File: src/include/dbg_defines.svh
`ifndef DBG_DEFINES_SVH
`define DBG_DEFINES_SVH

// Data and address width, one word
`define DBG_XLEN 64

// Trace buffer depth is 2**DBG_STK_LOG2
`define DBG_STK_LOG2 3

// Debug memory size in bytes
`define DBG_MEM_BYTES 1024

// Cycles from memory acceptance to response
`define DBG_MEM_LAT 2

// Implemented CSRs at addresses 0 to DBG_CSR_NUM-1
`define DBG_CSR_NUM 8

`endif
File: src/rtl/dbg_pkg.sv
`include "dbg_defines.svh"

package dbg_pkg;

    typedef enum logic [1:0] {
        DPORT_REG     = 2'd0,   // CSR, register bank or extension region
        DPORT_MEM     = 2'd1,
        DPORT_INVALID = 2'd2
    } dport_kind_e;

    typedef struct packed {
        dport_kind_e          kind;
        logic                 write;
        logic [15:0]          addr;     // Region in bits 15:12
        logic [`DBG_XLEN-1:0] wdata;
        logic [1:0]           size;     // 0 = 1 byte .. 3 = 8 bytes
    } dport_req_t;

    typedef struct packed {
        logic                 error;
        logic [`DBG_XLEN-1:0] rdata;
    } dport_resp_t;

    typedef struct packed {
        logic                 write;
        logic [11:0]          addr;
        logic [`DBG_XLEN-1:0] data;
    } csr_req_t;

    typedef struct packed {
        logic [`DBG_XLEN-1:0] data;
        logic                 exception;
    } csr_resp_t;

    typedef struct packed {
        logic                 write;
        logic [`DBG_XLEN-1:0] addr;
        logic [1:0]           size;
        logic [`DBG_XLEN-1:0] wdata;
    } mem_req_t;

    typedef struct packed {
        logic                 error;
        logic [`DBG_XLEN-1:0] rdata;
    } mem_resp_t;

    typedef struct packed {
        logic                 en;
        logic                 write;
        logic [5:0]           addr;
        logic [`DBG_XLEN-1:0] wdata;
    } ireg_req_t;

    typedef struct packed {
        logic [`DBG_XLEN-1:0] npc;
        logic [`DBG_XLEN-1:0] pc;
    } stk_entry_t;

    typedef enum logic [3:0] {
        ST_IDLE,
        ST_CSR_REGION,
        ST_REG_BANK,
        ST_STK_CNT,
        ST_STK_ADR,
        ST_STK_DAT,
        ST_MEM_REQUEST,
        ST_MEM_RESPONSE,
        ST_WAIT_ACCEPT
    } dport_state_e;

    localparam logic [3:0] REGION_CSR = 4'h0;
    localparam logic [3:0] REGION_REG = 4'h1;
    localparam logic [3:0] REGION_EXT = 4'hC;   // Non-standard extension

endpackage

File: src/rtl/csr_bank.sv
`timescale 1ns/100ps

`include "dbg_defines.svh"

module csr_bank (
    input  logic               i_clk,
    input  logic               i_nrst,
    input  logic               i_req_valid,
    input  dbg_pkg::csr_req_t  i_req,
    output logic               o_req_ready,
    output logic               o_resp_valid,
    output dbg_pkg::csr_resp_t o_resp,
    input  logic               i_resp_ready
);

localparam int CSR_AW = $clog2(`DBG_CSR_NUM);

logic [`DBG_XLEN-1:0] csr [0:`DBG_CSR_NUM-1];
logic                 resp_valid_q;
dbg_pkg::csr_resp_t   resp_q;
logic                 accept;
logic                 hit;

assign o_req_ready  = !resp_valid_q;    // One request at a time
assign accept       = i_req_valid && !resp_valid_q;
assign hit          = i_req.addr < 12'(`DBG_CSR_NUM);
assign o_resp_valid = resp_valid_q;
assign o_resp       = resp_q;

always_ff @(posedge i_clk or negedge i_nrst) begin
    if (!i_nrst) begin
        resp_valid_q <= 1'b0;
        for (int i = 0; i < `DBG_CSR_NUM; i++) begin
            csr[i] <= '0;
        end
    end else if (accept) begin
        resp_valid_q <= 1'b1;
        if (hit && i_req.write) begin
            csr[i_req.addr[CSR_AW-1:0]] <= i_req.data;
        end
    end else if (resp_valid_q && i_resp_ready) begin
        resp_valid_q <= 1'b0;
    end
end

always_ff @(posedge i_clk) begin
    if (accept) begin
        if (hit) begin
            resp_q.data      <= csr[i_req.addr[CSR_AW-1:0]];  // Old value on write
            resp_q.exception <= 1'b0;
        end else begin
            resp_q.data      <= '0;     // Unimplemented CSR
            resp_q.exception <= 1'b1;
        end
    end
end

endmodule

File: config.mk
export PLATFORM = sky130hd
export DESIGN_NAME = csr_bank
export DESIGN_NICKNAME = d
export VERILOG_FILES = /design/src/rtl/dbg_pkg.sv /design/src/rtl/csr_bank.sv
export VERILOG_INCLUDE_DIRS = /design/src /design/src/include
export SDC_FILE = /design/constraint.sdc
export NUM_CORES = 1
export LEC_CHECK = 0
export BUFFER_PORTS_ARGS = -buffer_cell sky130_fd_sc_hd__buf_2
export CAP_MARGIN = 20
export CORE_ASPECT_RATIO = 0.75
export CORE_MARGIN = 2
export CORE_UTILIZATION = 60
export CTS_CLUSTER_SIZE = 12
export DETAILED_ROUTE_END_ITERATION = 6
export PLACE_DENSITY = 0.79
export SLEW_MARGIN = 10
export SYNTH_ARGS = -nofsm -noshare
export SYNTH_HDL_FRONTEND = slang
export SYNTH_SLANG_ARGS = --single-unit
File: constraint.sdc
create_clock -name i_clk -period 5.9 [get_ports i_clk]
set_input_delay 1.475 -clock i_clk [delete_from_list [all_inputs] [get_ports i_clk]]
set_output_delay 1.475 -clock i_clk [all_outputs]
set_load 0.005 [all_outputs]
==> results.cfg <==
[status]
status = finished, final reports clean

[timing]
max_freq_ghz = 0.255
tns_ns = 0
rsz0062_at_grt = false
setup_violations = 0
final_hold_viol_count = 0
finalMaxSlewViolations = 0
worst_slew_pin_slew_ns = 1.07
skew_ns = 0.0167
max-slew-margin-rel_pct = 28.7
finalCritPeriodShare_pct = 66.4
fin_crit_ns = 3.92

[cells_and_area]
final_cell_area_um2 = 28400
nets = 1856
ff_latch_area_um2 = 14800
n_fill_cell = 2864
final_layout_size_suffix_gt1_share_pct = 46.6
multi_input_area_um2 = 10100
syn2layout_area_growth_pct = 11.8

[detailed_routing]
drc = 0
vias = 15100
drtAntennaViolNets = 0
first_iter_violations = 1335
drt_wl_total_um = 61700
dr.pass1.iters = 5
avgViaCountPerCell = 6.30
wl_per_cell_um = 25.8

[yosys]
yosysTopAreaCellShare_pct = 50.4
synth_warnings = 0
synth_edf_count = 65
async_reset_ff_share_pct = 88.8
ys_seq_area_share_pct = 58.1
syn_inst = 1643
synth_top_area_cell = dfrtp_1
synth.avg_cell_area_um2 = 15.5
synthTopCellsByCount = dfrtp_1 (513), mux2_2 (448), buf_2 (66), edfxtp_1 (65), mux2_4 (60)
ys_ff_latch = 578
ys.flop_type = dfrtp_1
synth_fp_nets = 1724
netlist_area_um2 = 25500
ys_top_cells_by_area = dfrtp_1 (50%), mux2_2 (20%), edfxtp_1 (7.7%)
netlist-cell-type-count = 52
yosysMostFrequentCell = dfrtp_1

[worst_setup_path]
r2r_cells = 5
crit_required_ns = 6.37
critPathTopFamily = simple AND/OR/NAND/NOR gates
cp_max_fo = 76
crit_type = in2reg
cp.depth = 5
end_kind = flop
cp.arrival_ns = 4.38
cp_slowest_cell = nor3_4
path_cells = buf_6 > nand2b_1 > nor3_4 > buf_4 > mux2_2
worstSetupStartpointType = input port
slowest_delay_ns = 0.89
path_buf_inv = 2

[power]
p_leak_nw = 13.8
ir_drop_uv = 228
p_per_area_nw_per_um2 = 275
p_total_w = 0.00784

[floorplanning]
placementRows = 65
die_area_um2 = 44100
die_w_um = 242
ios = 148
die_h_um = 182
start_util_pct = 60.7
coreArea_um2 = 42000

[placement]
place_area_um2 = 26700
dp_hpwl_um = 35500
gp_congestion = 0.767
port_buffers = 147

[grt]
grtUsageMet2_pct = 44.7
first_global_vias = 16100
grt_busiest_layer = met2
grt_util_met1_pct = 40.3
antenna_found_initial = 7
grtUsageTotal_pct = 28.4
overflow = 0
met3_usage_pct = 5.35
grt_pass1_wl_um = 96200
grt_max_degree = 125

[clock_network]
insertion_delay_ns = 0.59
numCtsBuffers = 56
cts_tree = yes
post_cts_resized = 0
clockRootBuffer = clkbuf_16
clk_pin_slew_ns = 0.06
clk_path_buf_depth = 3
ctsHoldBuffers = 0
post_cts_buffers = 0
cts.htree.levels = 2
cts.sinks = 578

[min_path]
hp-class = reg2reg
hold_path_depth = 1

[job]
max_cap_violations = 0
state kept, by name, indices dropped and copies added (netlist names):
register      cells
csr             512
o_resp           65
o_resp_valid      1
kinds of logic (layout without fill, tap and decap cells):
group / Yosys count / count (layout) / synth area share, %
other: 0 / 5 / 0
AO/OA/AOI/OAI: 176 / 176 / 4.99
multiplexers: 648 / 648 / 31.8
buffers and inverters: 118 / 293 / 2.48
AND/OR/NAND/NOR: 123 / 123 / 2.63
flip-flops: 578 / 578 / 58.1
final timing paths:
kind	from	to	slack, ns
worst max-delay path	i_req[65]	csr[373]	1.98
min in group asynchronous	i_nrst	csr[223]	0.98
worst max register to register	o_resp_valid	csr[373]	2.82
worst min register to register	csr[418]	csr[418]	0.49
max in group asynchronous	i_nrst	csr[121]	3.69
worst min-delay path	csr[418]	csr[418]	0.49
final cells by class:
class,instances,share of cell area (%)
multi-input cells,947,35.4
clock buffers,96,5.70
diodes,5,0.0440
repair buffers,185,4.04
clock inverters,5,0.215
flip-flops and latches,578,52.0
well taps,569,2.50
inverters,7,0.0968
stage by stage:
stage                     worst slack, ns  utilization, %  hold WS [ns]  instances
final                                1.98            67.8         0.486       2392
after global routing                 2.01            67.8         0.506       2390
after CTS                            2.15            67.7         0.488       2386
after detailed placement             1.58            63.7         0.475       2285
after global placement               1.58            63.7         0.463       2285
after floorplan                      1.05               -         0.453       1643
cell usage in the layout (no fill, tap or decap), types with 17 or more instances in the layout:
cell / n
a21oi_1: 39
a221oi_1: 24
a22o_1: 17
a22oi_1: 37
buf_2: 143
buf_4: 30
clkbuf_1: 34
clkbuf_16: 57
dfrtp_1: 513
edfxtp_1: 65
mux2_1: 27
mux2_2: 448
mux2_4: 60
mux2i_1: 56
mux4_2: 57
nand2_1: 26
nor2_1: 48
per-layer routing:
layer / wire length [um] / vias up / share of wire [%]
li1: - / 6404 / -
met1: 27200 / 8031 / 44
met2: 28600 / 502 / 46
met3: 4010 / 132 / 6.5
met4: 1860 / 4 / 3.0
met5: 27 / - / 0.044
power by group:
group / switching, W / internal, W
logic: 0.000280 / 0.000106
registers: 0.0000153 / 0.00406
clock network: 0.00147 / 0.00190
worst reg2reg max path, cell delays in order, from the launching register on:
cell	delay, ns
dfrtp_1	0.43
and3b_1	0.47
nand4_4	0.29
nor3_4	0.91
buf_4	0.47
mux2_2	0.39
(Power assumes the default switching activity.)
