`src/include/dbg_defines.svh`:
```
`ifndef DBG_DEFINES_SVH
`define DBG_DEFINES_SVH

// Data and address width, one word
`define DBG_XLEN 64

// Trace buffer depth is 2**DBG_STK_LOG2
`define DBG_STK_LOG2 3

// Debug memory size in bytes
`define DBG_MEM_BYTES 1024

// Cycles from memory acceptance to response
`define DBG_MEM_LAT 2

// Implemented CSRs at addresses 0 to DBG_CSR_NUM-1
`define DBG_CSR_NUM 8

`endif
```
`src/rtl/dbg_pkg.sv`:
```
`include "dbg_defines.svh"

package dbg_pkg;

    typedef enum logic [1:0] {
        DPORT_REG     = 2'd0,   // CSR, register bank or extension region
        DPORT_MEM     = 2'd1,
        DPORT_INVALID = 2'd2
    } dport_kind_e;

    typedef struct packed {
        dport_kind_e          kind;
        logic                 write;
        logic [15:0]          addr;     // Region in bits 15:12
        logic [`DBG_XLEN-1:0] wdata;
        logic [1:0]           size;     // 0 = 1 byte .. 3 = 8 bytes
    } dport_req_t;

    typedef struct packed {
        logic                 error;
        logic [`DBG_XLEN-1:0] rdata;
    } dport_resp_t;

    typedef struct packed {
        logic                 write;
        logic [11:0]          addr;
        logic [`DBG_XLEN-1:0] data;
    } csr_req_t;

    typedef struct packed {
        logic [`DBG_XLEN-1:0] data;
        logic                 exception;
    } csr_resp_t;

    typedef struct packed {
        logic                 write;
        logic [`DBG_XLEN-1:0] addr;
        logic [1:0]           size;
        logic [`DBG_XLEN-1:0] wdata;
    } mem_req_t;

    typedef struct packed {
        logic                 error;
        logic [`DBG_XLEN-1:0] rdata;
    } mem_resp_t;

    typedef struct packed {
        logic                 en;
        logic                 write;
        logic [5:0]           addr;
        logic [`DBG_XLEN-1:0] wdata;
    } ireg_req_t;

    typedef struct packed {
        logic [`DBG_XLEN-1:0] npc;
        logic [`DBG_XLEN-1:0] pc;
    } stk_entry_t;

    typedef enum logic [3:0] {
        ST_IDLE,
        ST_CSR_REGION,
        ST_REG_BANK,
        ST_STK_CNT,
        ST_STK_ADR,
        ST_STK_DAT,
        ST_MEM_REQUEST,
        ST_MEM_RESPONSE,
        ST_WAIT_ACCEPT
    } dport_state_e;

    localparam logic [3:0] REGION_CSR = 4'h0;
    localparam logic [3:0] REGION_REG = 4'h1;
    localparam logic [3:0] REGION_EXT = 4'hC;   // Non-standard extension

endpackage

```
`src/rtl/int_reg_bank.sv`:
```
`timescale 1ns/100ps

`include "dbg_defines.svh"

module int_reg_bank (
    input  logic                 i_clk,
    input  logic                 i_nrst,
    input  dbg_pkg::ireg_req_t   i_ireg,
    output logic [`DBG_XLEN-1:0] o_rdata
);

logic [`DBG_XLEN-1:0] regs [1:31];
logic                 hit;      // Address maps to x1..x31

assign hit = !i_ireg.addr[5] && (i_ireg.addr[4:0] != 5'd0);

always_ff @(posedge i_clk or negedge i_nrst) begin
    if (!i_nrst) begin
        for (int i = 1; i < 32; i++) begin
            regs[i] <= '0;
        end
    end else if (i_ireg.en && i_ireg.write && hit) begin
        regs[i_ireg.addr[4:0]] <= i_ireg.wdata;
    end
end

// x0 and the upper half of the index space read as zero
assign o_rdata = hit ? regs[i_ireg.addr[4:0]] : '0;

endmodule

```
`config.mk`:
```
export PLATFORM = sky130hd
export DESIGN_NAME = int_reg_bank
export DESIGN_NICKNAME = d
export VERILOG_FILES = /design/src/rtl/dbg_pkg.sv /design/src/rtl/int_reg_bank.sv
export VERILOG_INCLUDE_DIRS = /design/src /design/src/include
export SDC_FILE = /design/constraint.sdc
export NUM_CORES = 2
export LEC_CHECK = 0
export ABC_AREA = 1
export BUFFER_PORTS_ARGS = -buffer_cell sky130_fd_sc_hd__buf_2
export CELL_PAD_IN_SITES_DETAIL_PLACEMENT = 0
export CELL_PAD_IN_SITES_GLOBAL_PLACEMENT = 1
export CORE_MARGIN = 2
export CORE_UTILIZATION = 47
export DETAILED_ROUTE_END_ITERATION = 16
export PLACE_DENSITY_LB_ADDON = 0.1
export SYNTH_ARGS = -nofsm -noshare
export SYNTH_HDL_FRONTEND = slang
export SYNTH_SLANG_ARGS = --single-unit
```
`constraint.sdc`:
```
create_clock -name i_clk -period 2.6 [get_ports i_clk]
set_input_delay 0.52 -clock i_clk [delete_from_list [all_inputs] [get_ports i_clk]]
set_output_delay 0.52 -clock i_clk [all_outputs]
set_load 0.01 [all_outputs]
```
==> metrics.yaml <==
floorplanning:
  core_sq_um: 195000
  boundaryPins: 138
  dieWidth_um: 447
  start_util_pct: 47.3
  dieArea_sq_um: 200000
  num_rows: 162
  die_y_um: 447
clocking:
  worst_skew_pair.late_latency_ns: 0.86
  cts_buffers: 215
  cts_tree: "built"
  htree_levels: 4
  cts_buffer_depth: 3
  clock-sinks: 1984
  cts_root_buf: "clkbuf_16"
  clk_pin_slew_worst_paths_ns: 0.06
sta:
  clock_skew_ns: 0
  fin_ws_ns: -0.311
  hold_violations: 0
  worst_pin_slew_ns: 0.978
  setup_tns_ns: -12.77
  rsz0062_at_grt: "true"
  finalSetupViolCount: 64
  period_share_pct: 112
  max_freq_ghz: 0.343
  maxSlewHeadroom_pct: 34.7
  whs_ns: 0.217
  fin_crit_ns: 2.91
  slew_violations: 0
final_layout:
  largest_register_ffs: 1984
  regArea_sq_um: 49600
  reg.largest.list: "regs: 1984 flops"
  fillers: 18049
  layout.nets: 12814
  design_area_sq_um: 114000
  drive_above_1_share_pct: 12.7
  multi_input_area_sq_um: 40100
  area_growth_pct: 23.5
  fin_cells: 15541
  regMostFlops: "regs"
status:
  violations: "setup timing"
  outcome: "finished, violations left"
place:
  gp_congestion: 0.854
  dpl_worst_slack_ns: -1.01
  place_area_sq_um: 102000
  dp_hpwl_um: 208000
  placed_cells: 14948
  io_buffers: 137
setup_path:
  max_stage_delay_ns: 0.35
  reg2reg_slack_ns: 1.70
  cp_cell_sequence: "buf_12 -> nor3_4 -> buf_6 -> buf_8 -> nand2_1 -> nand2_2 -> nor2_1 -> a21oi_2 -> buf_4 -> buf_6"
  start_kind: "primary input"
  required_ns: 2.08
  cp.arrival_ns: 2.39
  critPathMaxFanout: 23
  cpMaxStageDelayCell: "nor3_4"
  cpMostUsedCell: "buf_6"
  cp-end-kind: "output pin"
  worstSetupPathType: "in -> out"
logic_synthesis:
  netlist_instances: 12495
  ys_ff_latch: 1984
  avgSynthCellArea_sq_um: 7.39
  ys_warn_count: 0
  synth_nets: 12569
  yosysSeqAreaShare_pct: 53.8
  ys_types: 16
  synth.cell_area_sq_um: 92300
drt:
  dr.pass1.iters: 7
  ant_nets: 0
  wirelength_um: 343000
  highest_layer: "met5"
  route.met2.wl_um: 157000
  vias: 85079
  routedWlPerCell_um: 22.0
  remaining_drc_errors: 0
  wl_met1_um: 148000
  drt_iter0_drc: 9584
  wl_met3_um: 24700
  vias_per_cell: 5.47
job:
  max_cap_violations: 0
power:
  p_per_area_nw_per_um2: 660
  p_leak_nw: 59.1
  peakVddDrop_uv: 613
global_routing:
  grt-ovfl-total: 0
  grt_pass1_wl_um: 517000
  track_usage_pct: 34.0
  antenna_found_initial: 13
  grt_start_max_net_pins: 114
  grt_pass1_vias: 80397
hold_path:
  min_path_type: "in -> async"
[placed cells by master (no fill, tap or decap), types with 2 or more instances in the layout]
| cell | netlist | final |
|---|---|---|
| a21oi_1 | 64 | 23 |
| a21oi_2 | 0 | 34 |
| a21oi_4 | 0 | 7 |
| buf_12 | 0 | 322 |
| buf_16 | 0 | 31 |
| buf_2 | 271 | 78 |
| buf_4 | 0 | 347 |
| buf_6 | 0 | 118 |
| buf_8 | 0 | 21 |
| bufbuf_16 | 0 | 7 |
| bufinv_16 | 0 | 18 |
| clkbuf_1 | 650 | 55 |
| clkbuf_16 | 0 | 241 |
| clkbuf_8 | 0 | 52 |
| clkinv_2 | 0 | 33 |
| clkinv_8 | 0 | 3 |
| clkinvlp_4 | 0 | 4 |
| dfrtp_1 | 1984 | 1984 |
| diode_2 | 0 | 6 |
| dlygate4sd3_1 | 0 | 65 |
| inv_1 | 72 | 66 |
| inv_6 | 0 | 6 |
| inv_8 | 0 | 2 |
| nand2_1 | 7044 | 6843 |
| nand2_2 | 1 | 133 |
| nand2_4 | 0 | 68 |
| nand3_1 | 220 | 191 |
| nand3_4 | 0 | 28 |
| nor2_1 | 133 | 59 |
| nor2_2 | 2 | 55 |
| nor2_4 | 0 | 21 |
| nor3_4 | 0 | 8 |
| o21ai_0 | 1984 | 1984 |
[stage by stage]
stage / util (%) / power, mW
after floorplan: - / 39.3
after global placement: 52.1 / 42.8
after detailed placement: 52.1 / 43.0
after CTS: 57.5 / 75.3
after global routing: 58.5 / 78.3
final: 58.5 / 75.3
[routing by layer]
metal,global-route usage [%],up-vias
met2,53.7,3316
li1,-,39659
met4,12.1,6
met3,4.64,610
met5,0,-
met1,48.1,41488
[area by class of cell]
cell class | instances | area share [%]
Clock inverter | 59 | 0.709
Clock buffer | 329 | 5.68
Sequential cell | 1984 | 43.5
Inverter | 74 | 0.286
Timing Repair Buffer | 1008 | 11.7
Antenna cell | 6 | 0.0132
Timing Repair inverter | 1 | 0.00988
Tap cell | 2624 | 2.88
Multi-Input combinational cell | 9456 | 35.2
[cell usage after synthesis, drive strengths merged]
library cell     n  area share (%)
a21oi           64            0.35
buf            331             1.7
clkbuf         650             2.6
clkinv           1          0.0041
dfrtp         1984              54
inv             73            0.30
nand2         7045              29
nand3          220             1.2
nor2           135            0.55
nor3             8           0.060
o21ai         1984              11
[cell families after synthesis]
kind of cell	Yosys count	synth area share, %
buffers and inverters	1055	4.66
AOI/OAI and AO/OA	2048	11.1
and+or+nand+nor	7408	30.5
DFF	1984	53.8
[critical path: cells and delay by family]
kind            cells  cell delay (ns)
buf+inv             5             0.86
simple gates        4             0.64
compound gates      1             0.33
[path summary, 6_finish.rpt]
path                                  from          end  cells after the start
worst max-delay path            i_ireg[67]  o_rdata[50]                     10
worst min-delay path                i_nrst   regs[1098]                      2
worst max register to register  regs[1461]   regs[1461]                      4
worst min register to register    regs[27]     regs[27]                      2
max in group asynchronous           i_nrst   regs[1382]                      3
min in group i_clk              i_ireg[64]    regs[965]                      6
[power breakdown]
part	switching (mW)	leakage, nW	internal [mW]
Sequential	1.34	27.1	33.4
Combinational	5.48	28.4	3.28
Clock	13.0	3.60	18.8
[what timing repair did]
| action | CTS | global route |
|---|---|---|
| buffers inserted | 63 | 46 |
| endpoints found under the hold margin | 241 | 0 |
| endpoints found under the setup margin | 64 | 64 |
| hold buffers | 65 | 0 |
| cloned | 19 | 22 |
| resized for setup | 355 | 322 |
| pin swaps | 102 | 179 |
Note: power is estimated with default switching activity, not from simulation.
