**src/include/dbg_defines.svh**
```systemverilog
`ifndef DBG_DEFINES_SVH
`define DBG_DEFINES_SVH

// Data and address width, one word
`define DBG_XLEN 64

// Trace buffer depth is 2**DBG_STK_LOG2
`define DBG_STK_LOG2 3

// Debug memory size in bytes
`define DBG_MEM_BYTES 1024

// Cycles from memory acceptance to response
`define DBG_MEM_LAT 2

// Implemented CSRs at addresses 0 to DBG_CSR_NUM-1
`define DBG_CSR_NUM 8

`endif
```
**src/rtl/dbg_pkg.sv**
```systemverilog
`include "dbg_defines.svh"

package dbg_pkg;

    typedef enum logic [1:0] {
        DPORT_REG     = 2'd0,   // CSR, register bank or extension region
        DPORT_MEM     = 2'd1,
        DPORT_INVALID = 2'd2
    } dport_kind_e;

    typedef struct packed {
        dport_kind_e          kind;
        logic                 write;
        logic [15:0]          addr;     // Region in bits 15:12
        logic [`DBG_XLEN-1:0] wdata;
        logic [1:0]           size;     // 0 = 1 byte .. 3 = 8 bytes
    } dport_req_t;

    typedef struct packed {
        logic                 error;
        logic [`DBG_XLEN-1:0] rdata;
    } dport_resp_t;

    typedef struct packed {
        logic                 write;
        logic [11:0]          addr;
        logic [`DBG_XLEN-1:0] data;
    } csr_req_t;

    typedef struct packed {
        logic [`DBG_XLEN-1:0] data;
        logic                 exception;
    } csr_resp_t;

    typedef struct packed {
        logic                 write;
        logic [`DBG_XLEN-1:0] addr;
        logic [1:0]           size;
        logic [`DBG_XLEN-1:0] wdata;
    } mem_req_t;

    typedef struct packed {
        logic                 error;
        logic [`DBG_XLEN-1:0] rdata;
    } mem_resp_t;

    typedef struct packed {
        logic                 en;
        logic                 write;
        logic [5:0]           addr;
        logic [`DBG_XLEN-1:0] wdata;
    } ireg_req_t;

    typedef struct packed {
        logic [`DBG_XLEN-1:0] npc;
        logic [`DBG_XLEN-1:0] pc;
    } stk_entry_t;

    typedef enum logic [3:0] {
        ST_IDLE,
        ST_CSR_REGION,
        ST_REG_BANK,
        ST_STK_CNT,
        ST_STK_ADR,
        ST_STK_DAT,
        ST_MEM_REQUEST,
        ST_MEM_RESPONSE,
        ST_WAIT_ACCEPT
    } dport_state_e;

    localparam logic [3:0] REGION_CSR = 4'h0;
    localparam logic [3:0] REGION_REG = 4'h1;
    localparam logic [3:0] REGION_EXT = 4'hC;   // Non-standard extension

endpackage

```
**src/rtl/stack_trace_buf.sv**
```systemverilog
`timescale 1ns/100ps

`include "dbg_defines.svh"

module stack_trace_buf (
    input  logic                     i_clk,
    input  logic                     i_we,
    input  logic [`DBG_STK_LOG2-1:0] i_waddr,
    input  dbg_pkg::stk_entry_t      i_wdata,
    input  logic [`DBG_STK_LOG2-1:0] i_raddr,
    output dbg_pkg::stk_entry_t      o_rdata
);

dbg_pkg::stk_entry_t mem [0:(1 << `DBG_STK_LOG2)-1];   // {npc, pc} pairs

always_ff @(posedge i_clk) begin
    if (i_we) begin
        mem[i_waddr] <= i_wdata;
    end
    o_rdata <= mem[i_raddr];    // Data one cycle after address
end

endmodule

```
**config.mk**
```make
export PLATFORM = sky130hd
export DESIGN_NAME = stack_trace_buf
export DESIGN_NICKNAME = d
export VERILOG_FILES = /design/src/rtl/dbg_pkg.sv /design/src/rtl/stack_trace_buf.sv
export VERILOG_INCLUDE_DIRS = /design/src /design/src/include
export SDC_FILE = /design/constraint.sdc
export NUM_CORES = 1
export LEC_CHECK = 0
export ABC_AREA = 0
export BUFFER_PORTS_ARGS = -buffer_cell sky130_fd_sc_hd__buf_2
export CAP_MARGIN = 0
export CORE_MARGIN = 8
export CORE_UTILIZATION = 40
export CTS_CLUSTER_DIAMETER = 120
export CTS_CLUSTER_SIZE = 20
export DETAILED_ROUTE_END_ITERATION = 8
export HOLD_SLACK_MARGIN = 0.08
export PLACE_DENSITY = 0.66
export SYNTH_ARGS = -nofsm -noshare
export SYNTH_HDL_FRONTEND = slang
export SYNTH_SLANG_ARGS = --single-unit
```
**constraint.sdc**
```tcl
create_clock -name i_clk -period 10.35 [get_ports i_clk]
set_input_delay 0 -clock i_clk [delete_from_list [all_inputs] [get_ports i_clk]]
set_output_delay 0 -clock i_clk [all_outputs]
set_load 0.03 [all_outputs]
```
==> results.md, run 1 <==
- Area Overhead vs Synth: 14.4%
- Count of pins over their slew limit: 0
- Hold WC Path Type: in2reg
- Routed length per placed instance: 23.9 um
- Status: finished clean
- Worst EP arrival: 3.58 ns
- GRT Max-Usage Layer: met2
- Count of different cell masters after synthesis: 18
- Vias: 17.7k
- Final worst clock skew: 0.0187 ns
- Worst Slack Setup Final: 7.28 ns
- Total core area: 103000 um^2
- Die Wd: 338 um
- Site row count: 118
- # port buffers: 263
- Final setup violating endpoints: 0
- GR Util met1: 18.9%
- Number of global-route vias before repair: 19.2k
- Worst slew pin tran: 1.10 ns
- Hold-fix buffers, CTS: 134
- Yosys warns: 0
- Global-route track usage on met2: 23.9%
- Initial Util: 40.2%
- Root Driver: clkbuf_16
- Final period utilization: 29.7%
- Synth Area per Inst: 25.7 um^2
- DP Worst Slack: 6.92 ns
- PwrDens: 181 nW/um^2
- Fmax: 326 MHz
- CTS tree: yes
- Req. time, crit path: 10.86 ns
- Crit. End Element: flop
- Worst-Skew Late Latency: 0.63 ns
- Die height: 338 um
- Max Root-Sink Buffers: 3
- Post-CTS Setup Bufs: 0
- Leak: 15.6 nW
- Fillers: 8504
- Synth Instances: 1620
- TritonCTS Buffers: 67
- Largest net degree at the start of global routing: 109
- First-pass GRT wire length: 124 mm
- Post-DRT Antenna Nets: 0
- H-tree Lvls: 3
- Pre-Repair DR Iteration Count: 5
- Gp weighted congestion: 0.688
- VDD IR max: 0.000125 V
- Avg Vias per Cell: 5.09
- # DRC: 0
- Clk slew on worst S/H paths: 0.08 ns
- Final Critical Period: 3.07 ns
- Worst Setup Path Type: in2reg
- Share of layout cells above drive strength 1: 32.8%
- Post-CTS resize count: 0
- Drt initial violations: 1181
- Num ports: 264
- # clock sinks: 1152
- Net Count, Synth: 1756
- Startpoint types: input pin
- Crit Path Max Fanout: 75
- GRT met3 Usage: 3.24%
- Max_cap viols: 0
- Yosys reg bits: 1152
- Slew headroom: 27.0%
- Final WL: 83.1 mm
- Antenna violations before repair: 7
- Nets: 2183
- DIE AREA: 114000 um^2
- RSZ-0062 raised after global routing: false
- Final hold vios: 0
- GRT Util Overall: 14.2%
- Global route overflow: 0
- Register area share after synthesis: 80.2%
- Post-synthesis cell area: 41600 um^2
- Setup TNS: 0 ns
- Dpl hpwl: 44.1 mm
[cell usage after synthesis, drive strengths merged]
cell type | count | area (um^2)
nor3 | 2 | 10.0
mux2 | 128 | 1440
edfxtp | 1024 | 30700
dfxtp | 128 | 2560
clkbuf | 26 | 231
nand2b | 3 | 18.8
mux4 | 256 | 6040
buf | 45 | 475
nand2 | 2 | 7.51
nor2 | 6 | 22.5
[critical path: stages]
cell           delay (ns)
dlygate4sd3_1        0.56
buf_8                0.42
buf_4                0.78
buf_4                0.89
mux4_2               0.44
mux2_2               0.28
[final timing paths]
path,start,slack [ns],to,depth (start not counted)
hold / removal,i_wdata[62],0.17,mem[3][62]$_DFFE_PP_,2
setup / recovery,i_raddr[2],7.28,o_rdata[20]$_DFF_P_,6
hold reg to reg,mem[7][53]$_DFFE_PP_,0.67,o_rdata[53]$_DFF_P_,2
setup reg to reg,mem[7][113]$_DFFE_PP_,8.57,o_rdata[113]$_DFF_P_,3
[flip-flops by register name (all words and copies together) (netlist names)]
register  count
mem        1024
o_rdata     128
[kinds of logic after synthesis]
group,count (synthesis),synth area share (%)
buffers and inverters,71,1.70
flip-flops,1152,80.2
multiplexers,384,18.0
AND/OR/NAND/NOR,13,0.142
[stage by stage]
step	hold slack [ns]	area [um^2]	instances	util, %	power [mW]
after global routing	0.148	47500	3478	46.0	8.94
final	0.174	47500	3483	46.0	8.63
after global placement	0.254	44200	3224	42.8	5.97
after detailed placement	0.267	44200	3224	42.8	6.00
after CTS	0.106	47500	3477	46.0	8.74
after floorplan	0.0989	41600	1620	-	5.79
[per-layer routing]
layer	share of wire, %	wire [um]
met1	43	35700
met2	50	41200
met3	5.8	4840
met4	1.6	1370
met5	0.064	53
[cell usage in the layout (no fill, tap or decap), types with 2 or more instances in the layout]
cell type	n
buf_2	260
buf_4	31
buf_8	2
clkbuf_1	46
clkbuf_16	71
dfxtp_1	128
diode_2	6
dlygate4sd3_1	134
edfxtp_1	1024
mux2_2	128
mux4_1	72
mux4_2	184
nand2_1	2
nand2b_1	3
nor2_4	6
nor3_2	2
[final cells by class]
cell class	instances	area, um^2	area share (%)
diodes	6	15.0	0.0316
clock buffers	117	1950	4.10
clock inverters	2	17.5	0.0368
multi-input cells	397	7590	16.0
flip-flops and latches	1152	33300	70.1
well taps	1380	1730	3.63
repair buffers	429	2940	6.18
[power by group]
part,internal (mW),leakage (nW),switching (mW),total [mW]
Combinational,0.261,4.23,0.358,0.620
Clock,1.29,0.938,1.42,2.71
Sequential,5.24,10.4,0.0564,5.30
Power figures use the tool's default switching activity.
==> run 2: changes to the inputs <==
--- a/config.mk
+++ b/config.mk
@@ -6,7 +6,7 @@
 export SDC_FILE = /design/constraint.sdc
 export NUM_CORES = 1
 export LEC_CHECK = 0
-export ABC_AREA = 0
+export ABC_AREA = 1
 export BUFFER_PORTS_ARGS = -buffer_cell sky130_fd_sc_hd__buf_2
 export CAP_MARGIN = 0
 export CORE_MARGIN = 8
@@ -15,7 +15,7 @@
 export CTS_CLUSTER_SIZE = 20
 export DETAILED_ROUTE_END_ITERATION = 8
 export HOLD_SLACK_MARGIN = 0.08
-export PLACE_DENSITY = 0.66
+export PLACE_DENSITY = 0.63
 export SYNTH_ARGS = -nofsm -noshare
 export SYNTH_HDL_FRONTEND = slang
 export SYNTH_SLANG_ARGS = --single-unit
==> constraint.sdc (replaced) <==
create_clock -name i_clk -period 3.22 [get_ports i_clk]
set_input_delay 0 -clock i_clk [delete_from_list [all_inputs] [get_ports i_clk]]
set_output_delay 0 -clock i_clk [all_outputs]
set_load 0.03 [all_outputs]
==> run 2 against run 1 <==
Compared with the run above:
- clock skew rose by 0.0058 ns
- worst setup slack got worse by 6.2 ns
- via count rose by 66%
- first-iteration DRC count rose by 81%
- die area rose by 13%
- utilization fell by 0.47 points
- sequential share of layout area fell by 7.8 points
- clock power rose to 3.3 times the previous value
- cell area rose by 12%
- synthesized cell count rose to 2.8 times the previous value
- register-to-register slack got worse by 6.4 ns
- flip-flop and latch count did not move
- largest power group unchanged
==> results.md, run 2 <==
- Status: finished clean
- Main synth FF type: edfxtp_1
- Worst-Skew Late Latency: 0.64 ns
- Antenna violations before repair: 14
- Top cells by area, synth: edfxtp_1 (65%), nand2_1 (13%), inv_1 (8.2%)
- GRT Util Overall: 16.1%
- Area Overhead vs Synth: 13.6%
- Worst Setup Path Type: in2reg
- Die Wd: 359 um
- Area of the multi-input gates: 8920 um^2
- Site row count: 126
- Clk slew on worst S/H paths: 0.08 ns
- Internal power: 21.7 mW
- Finished Layout Cells: 6480
- Vias: 29.5k
- Max_cap viols: 0
- Hold-fix buffers, CTS: 134
- Avg Vias per Cell: 4.55
- Worst hold slack: 0.148 ns
- Req. time, crit path: 3.54 ns
- VDD IR max: 0.000347 V
- DIE AREA: 129000 um^2
- Fillers: 10.7k
- Number of global-route vias before repair: 28.9k
- H-tree Lvls: 3
- Routed length per placed instance: 16.4 um
- Clock group share of total power: 31.2%
- Reg area: 33300 um^2
- Global route overflow: 0
- Sequential Power Share: 60.1%
- Crit. End Element: flop
- First-pass GRT wire length: 166 mm
- FF-to-FF setup slack: 2.20 ns
- Total core area: 117000 um^2
- Num ports: 264
- Comb pwr share: 8.7%
- Worst EP arrival: 2.45 ns
- Drt initial violations: 2135
- Synth Area per Inst: 10.3 um^2
- Synth Instances: 4570
- Share of layout cells above drive strength 1: 8.07%
- Dpl hpwl: 54.6 mm
- Slew headroom: 30.8%
- Initial Util: 40.1%
- Area leader, netlist: edfxtp_1
- DP Worst Slack: 1.39 ns
- # clock sinks: 1152
- Hold endpoint: mem[2][4]$_DFFE_PP_
- Gp weighted congestion: 0.728
- Largest net degree at the start of global routing: 195
- Post-DRT Antenna Nets: 0
- Final setup violating endpoints: 0
- Nets: 5025
- Final WL: 106 mm
- Commonest cells after routing, fill and taps aside: nand2_1 (1670), inv_1 (1027), edfxtp_1 (1024)
- Post-CTS Setup Bufs: 0
- Worst slew pin tran: 1.04 ns
- Biggest regs: mem (1024), o_rdata (128)
- Post-CTS resize count: 0
- Worst Slack Setup Final: 1.09 ns
- Final worst clock skew: 0.0246 ns
- Crit Path Max Fanout: 12
- Register area share after synthesis: 70.8%
- Cell depth of the worst hold path: 3
- Yosys warns: 0
- Die height: 359 um
- Leak: 24.3 nW
- PwrDens: 530 nW/um^2
- EDFF count, synth: 1024
- RR Startpoint: mem[3][70]$_DFFE_PP_
- R2R Path End: o_rdata[70]$_DFF_P_
- TritonCTS Buffers: 68
- Fmax: 470 MHz
- Final Power: 28.3 mW
- Net Count, Synth: 4706
- Count of different cell masters after synthesis: 12
- Min-delay src: i_we
- R2R cell count: 6
- CTS tree: yes
- # DRC: 0
- Final Critical Period: 2.13 ns
- RSZ-0062 raised after global routing: false
- Yosys reg bits: 1152
- Synth top area share: 65.3%
- Commonest non-fill, non-tap cell in the layout: nand2_1
- Largest Register: mem
- Net Sw Power: 6.62 mW
- Count leader, synth: nand2_1
- Post-synthesis async set-or-reset flop share: 0%
- Startpoint types: input pin
- Sw frac: 23.4%
- Hold WC Path Type: in2reg
- Max Root-Sink Buffers: 3
- Final hold vios: 0
- Max reg flops: 1024
- Final period utilization: 66.1%
- Pre-Repair DR Iteration Count: 7
- Post-synthesis cell area: 47100 um^2
- Root Driver: clkbuf_16
- # port buffers: 263
- Synth top cells by count: nand2_1 (1670), inv_1 (1028), edfxtp_1 (1024)
- Count of pins over their slew limit: 0
- Inst Count DP: 6221
## run 2: cell types whose count changed in the layout (fill, tap and decap cells not counted), moves of 3 or more
| cell | delta |
|---|---|
| nand2_1 | +1668 |
| inv_1 | +1027 |
| nand3_1 | +512 |
| mux4_2 | -184 |
| mux2_2 | -128 |
| mux4_1 | -72 |
| buf_12 | +30 |
| buf_4 | -12 |
| clkbuf_1 | -6 |
| diode_2 | +5 |
| nand2b_1 | -3 |
## run 2: cell families (layout without fill, tap and decap cells)
logic type	after synthesis	after routing	share of synthesized area, %
buf+inv	1228	1591	10.4
flops	1152	1152	70.8
other cells	0	11	0
simple gates	2190	2190	18.8
## run 2: power by group through the flow
stage          registers [mW]  logic [mW]  clock network (mW)
2_1_floorplan            17.7        1.16                   0
3_3_place_gp             17.4        2.32                   0
3_5_place_dp             17.4        2.36                   0
4_1_cts                  17.0        2.52                9.12
5_1_grt                  17.1        2.76                9.59
6_report                 17.0        2.48                8.84
## run 2: worst max-delay path by stage
stage	endpoint	slack, ns	startpoint
finish	mem[2][99]$_DFFE_PP_	1.09	i_waddr[2]
CTS	mem[2][98]$_DFFE_PP_	1.14	i_waddr[2]
global route	mem[2][98]$_DFFE_PP_	1.03	i_waddr[2]
floorplan	mem[0][0]$_DFFE_PP_	-0.74	i_waddr[0]
detailed placement	o_rdata[108]$_DFF_P_	1.39	i_raddr[0]
global placement	mem[4][42]$_DFFE_PP_	1.48	i_waddr[0]
## run 2: critical path: stages
cell,delay [ns]
dlygate4sd3_1,0.54
buf_2,0.14
inv_1,0.07
nand2_1,0.10
dlygate4sd3_1,0.61
nor2_4,0.46
buf_12,0.23
buf_4,0.26
## run 2: per-layer routing
metal	vias to the layer above	wire (um)	GRT usage, %
li1	14770	-	-
met1	13963	46600	20.6
met2	604	52100	28.5
met3	131	5210	2.57
met4	4	2070	4.33
met5	-	26	0
## run 2: per-stage QoR
stage	TNS (ns)	utilization, %	cell area, um^2
after global placement	0	42.7	50200
final	0	45.5	53500
after detailed placement	0	42.7	50200
after CTS	0	45.5	53500
after floorplan	-654.17	-	47100
after global routing	0	45.5	53500
## run 2: final cells by class
class	instances	share of cell area [%]
Antenna cell	11	0.0515
Multi-Input combinational cell	2190	16.7
Clock buffer	109	3.51
Timing Repair Buffer	447	6.45
Inverter	1030	7.28
Clock inverter	5	0.150
Sequential cell	1152	62.3
Tap cell	1536	3.59
==> run 3: changes to the inputs <==
--- a/config.mk
+++ b/config.mk
@@ -15,7 +15,7 @@
 export CTS_CLUSTER_SIZE = 20
 export DETAILED_ROUTE_END_ITERATION = 8
 export HOLD_SLACK_MARGIN = 0.08
-export PLACE_DENSITY = 0.63
+export PLACE_DENSITY = 0.65
 export SYNTH_ARGS = -nofsm -noshare
 export SYNTH_HDL_FRONTEND = slang
 export SYNTH_SLANG_ARGS = --single-unit
==> constraint.sdc (replaced) <==
create_clock -name i_clk -period 1.9 [get_ports i_clk]
set_input_delay 0 -clock i_clk [delete_from_list [all_inputs] [get_ports i_clk]]
set_output_delay 0 -clock i_clk [all_outputs]
set_load 0.03 [all_outputs]
==> run 3 against run 2 <==
Compared with the run above:
- cell area up 1.3%
- clock-buffer cell count up 2
- die area unchanged
- non-clock buffer count up 42
- combinational power up 78%
- power up 71%
- sequential power up 70%
- flip-flop and latch count unchanged
- register-to-register slack worse by 1.7 ns
- final cell count up 0.66%
==> results.md, run 3 (synthesis results as in run 2) <==
- Fmax: 536 MHz
- H-tree Lvls: 3
- Worst slew pin tran: 0.638 ns
- CTS tree: yes
- First-pass GRT wire length: 172 mm
- Number of global-route vias before repair: 29.6k
- Comb pwr share: 9.1%
- DP Worst Slack: 0.420 ns
- Max reg flops: 1024
- Clk slew on worst S/H paths: 0.08 ns
- Avg Vias per Cell: 4.62
- Worst Setup Path Type: in2reg
- Max Root-Sink Buffers: 3
- Final setup violating endpoints: 0
- CP max-delay cell: dlygate4sd3_1
- Nets: 5067
- Req. time, crit path: 2.24 ns
- VDD IR max: 0.000905 V
- CP Cell Sequence: dlygate4sd3_1, buf_2, nand2_8, dlygate4sd3_1, nor2_4, buf_12, buf_16
- Root Driver: clkbuf_16
- Global route overflow: 0
- CP max stage delay: 0.65 ns
- Sequential Power Share: 59.6%
- Final worst clock skew: 0.0309 ns
- Final period utilization: 98.2%
- Pre-Repair DR Iteration Count: 7
- Count of pins over their slew limit: 0
- Worst hold slack: 0.124 ns
- Gp weighted congestion: 0.760
- Final hold vios: 0
- Net Sw Power: 11.5 mW
- Slew headroom: 57.5%
- Buffers & Inverters on Critical Path: 5
- Share of layout cells above drive strength 1: 9.06%
- Post-Place Cell Area: 50800 um^2
- Startpoint types: input pin
- Final Critical Period: 1.87 ns
- PwrDens: 893 nW/um^2
- Crit path max-delay family: buffers and inverters
- Final instance area: 54200 um^2
- Dpl hpwl: 63.2 mm
- Biggest regs: mem (1024), o_rdata (128)
- TritonCTS Buffers: 68
- Internal power: 36.9 mW
- Worst EP arrival: 2.20 ns
- Hold WC Path Type: in2reg
- Die Wd: 359 um
- Sw frac: 23.7%
- Final Power: 48.4 mW
- Initial Util: 40.1%
- Drt initial violations: 2209
- Most Frequent Cell on Critical Path: dlygate4sd3_1
- Vias: 30.2k
- Commonest cells after routing, fill and taps aside: nand2_1 (1664), inv_1 (1024), edfxtp_1 (1024)
- Final WL: 109 mm
- Worst Slack Setup Final: 0.0340 ns
- Worst-Skew Late Latency: 0.66 ns
- Area Overhead vs Synth: 15.1%
- Crit Path Max Fanout: 29
- Post-DRT Antenna Nets: 0
- Antenna violations before repair: 12
- Max_cap viols: 0
- GRT Util Overall: 16.6%
- Routed length per placed instance: 16.8 um
- Total core area: 117000 um^2
- Leak: 24.6 nW
- # DRC: 0
- Num ports: 264
- Status: finished clean
- Clock group share of total power: 31.3%
- Commonest non-fill, non-tap cell in the layout: nand2_1
- Crit. End Element: flop
- Largest Register: mem
- # port buffers: 263
- Largest net degree at the start of global routing: 141
- Fillers: 10.6k
- DIE AREA: 129000 um^2
- Site row count: 126
- Die height: 359 um
- # clock sinks: 1152
## run 3: changes by cell type in the layout (fill, tap and decap cells not counted), moves of 4 or more
| cell | delta |
|---|---|
| diode_2 | -4 |
| nand2_1 | -6 |
| buf_12 | +11 |
| nand2_8 | +5 |
| buf_4 | +25 |
## run 3: power groups by stage
| stage | sequential, mW | combinational, mW | clock, mW |
|---|---|---|---|
| 2_1_floorplan | 29.9 | 2.00 | 0 |
| 3_3_place_gp | 29.4 | 4.15 | 0 |
| 3_5_place_dp | 29.4 | 4.21 | 0 |
| 4_1_cts | 28.9 | 4.48 | 15.6 |
| 5_1_grt | 29.0 | 4.90 | 16.4 |
| 6_report | 28.9 | 4.41 | 15.1 |
## run 3: cell type report
type / instances / area [um^2] / share of cell area, %
Sequential cell: 1152 / 33300 / 61.5
Multi-Input combinational cell: 2190 / 9010 / 16.6
Timing Repair Buffer: 489 / 3980 / 7.35
Tap cell: 1536 / 1920 / 3.55
Clock inverter: 8 / 92.6 / 0.171
Antenna cell: 7 / 17.5 / 0.0323
Clock buffer: 111 / 1920 / 3.53
Inverter: 1030 / 3940 / 7.28
## run 3: through the flow
step	instances	setup TNS, ns	util (%)
2_1_floorplan	4570	-529.87	-
3_3_place_gp	6259	0	43.2
3_5_place_dp	6259	0	43.2
4_1_cts	6514	0	46.1
5_1_grt	6520	-0.0317	46.1
6_report	6523	0	46.1
## run 3: worst reg2reg max path, cell delays in order, from the launching register on
cell and delay, ns:
edfxtp_1 0.37, inv_1 0.06, nand2_1 0.04, nand3_1 0.10
nand2_1 0.05, nand2_1 0.04, dlygate4sd3_1 0.55, nand2_1 0.05
## run 3: repair_timing
item	4_1_cts	5_1_grt
hold buffers	136	0
setup endpoints to repair	0	59
setup buffers	0	1
gates resized for setup	0	3
endpoints found under the hold margin	1233	0
## run 3: worst paths after layout
check | endpoint | slack [ns] | startpoint | depth (start not counted)
max | mem[3][50]$_DFFE_PP_ | 0.03 | i_we | 7
min | mem[1][19]$_DFFE_PP_ | 0.12 | i_waddr[0] | 4
min reg2reg | o_rdata[79]$_DFF_P_ | 0.62 | mem[2][79]$_DFFE_PP_ | 6
max reg2reg | o_rdata[24]$_DFF_P_ | 0.55 | mem[1][24]$_DFFE_PP_ | 7
## run 3: routing by layer
layer / share of wire (%) / GRT usage, % / up-vias
met4: 1.6 / 3.97 / 10
met2: 48 / 28.5 / 695
met3: 5.0 / 2.40 / 129
met1: 45 / 22.3 / 14468
li1: - / - / 14860
met5: 0.061 / 0 / -
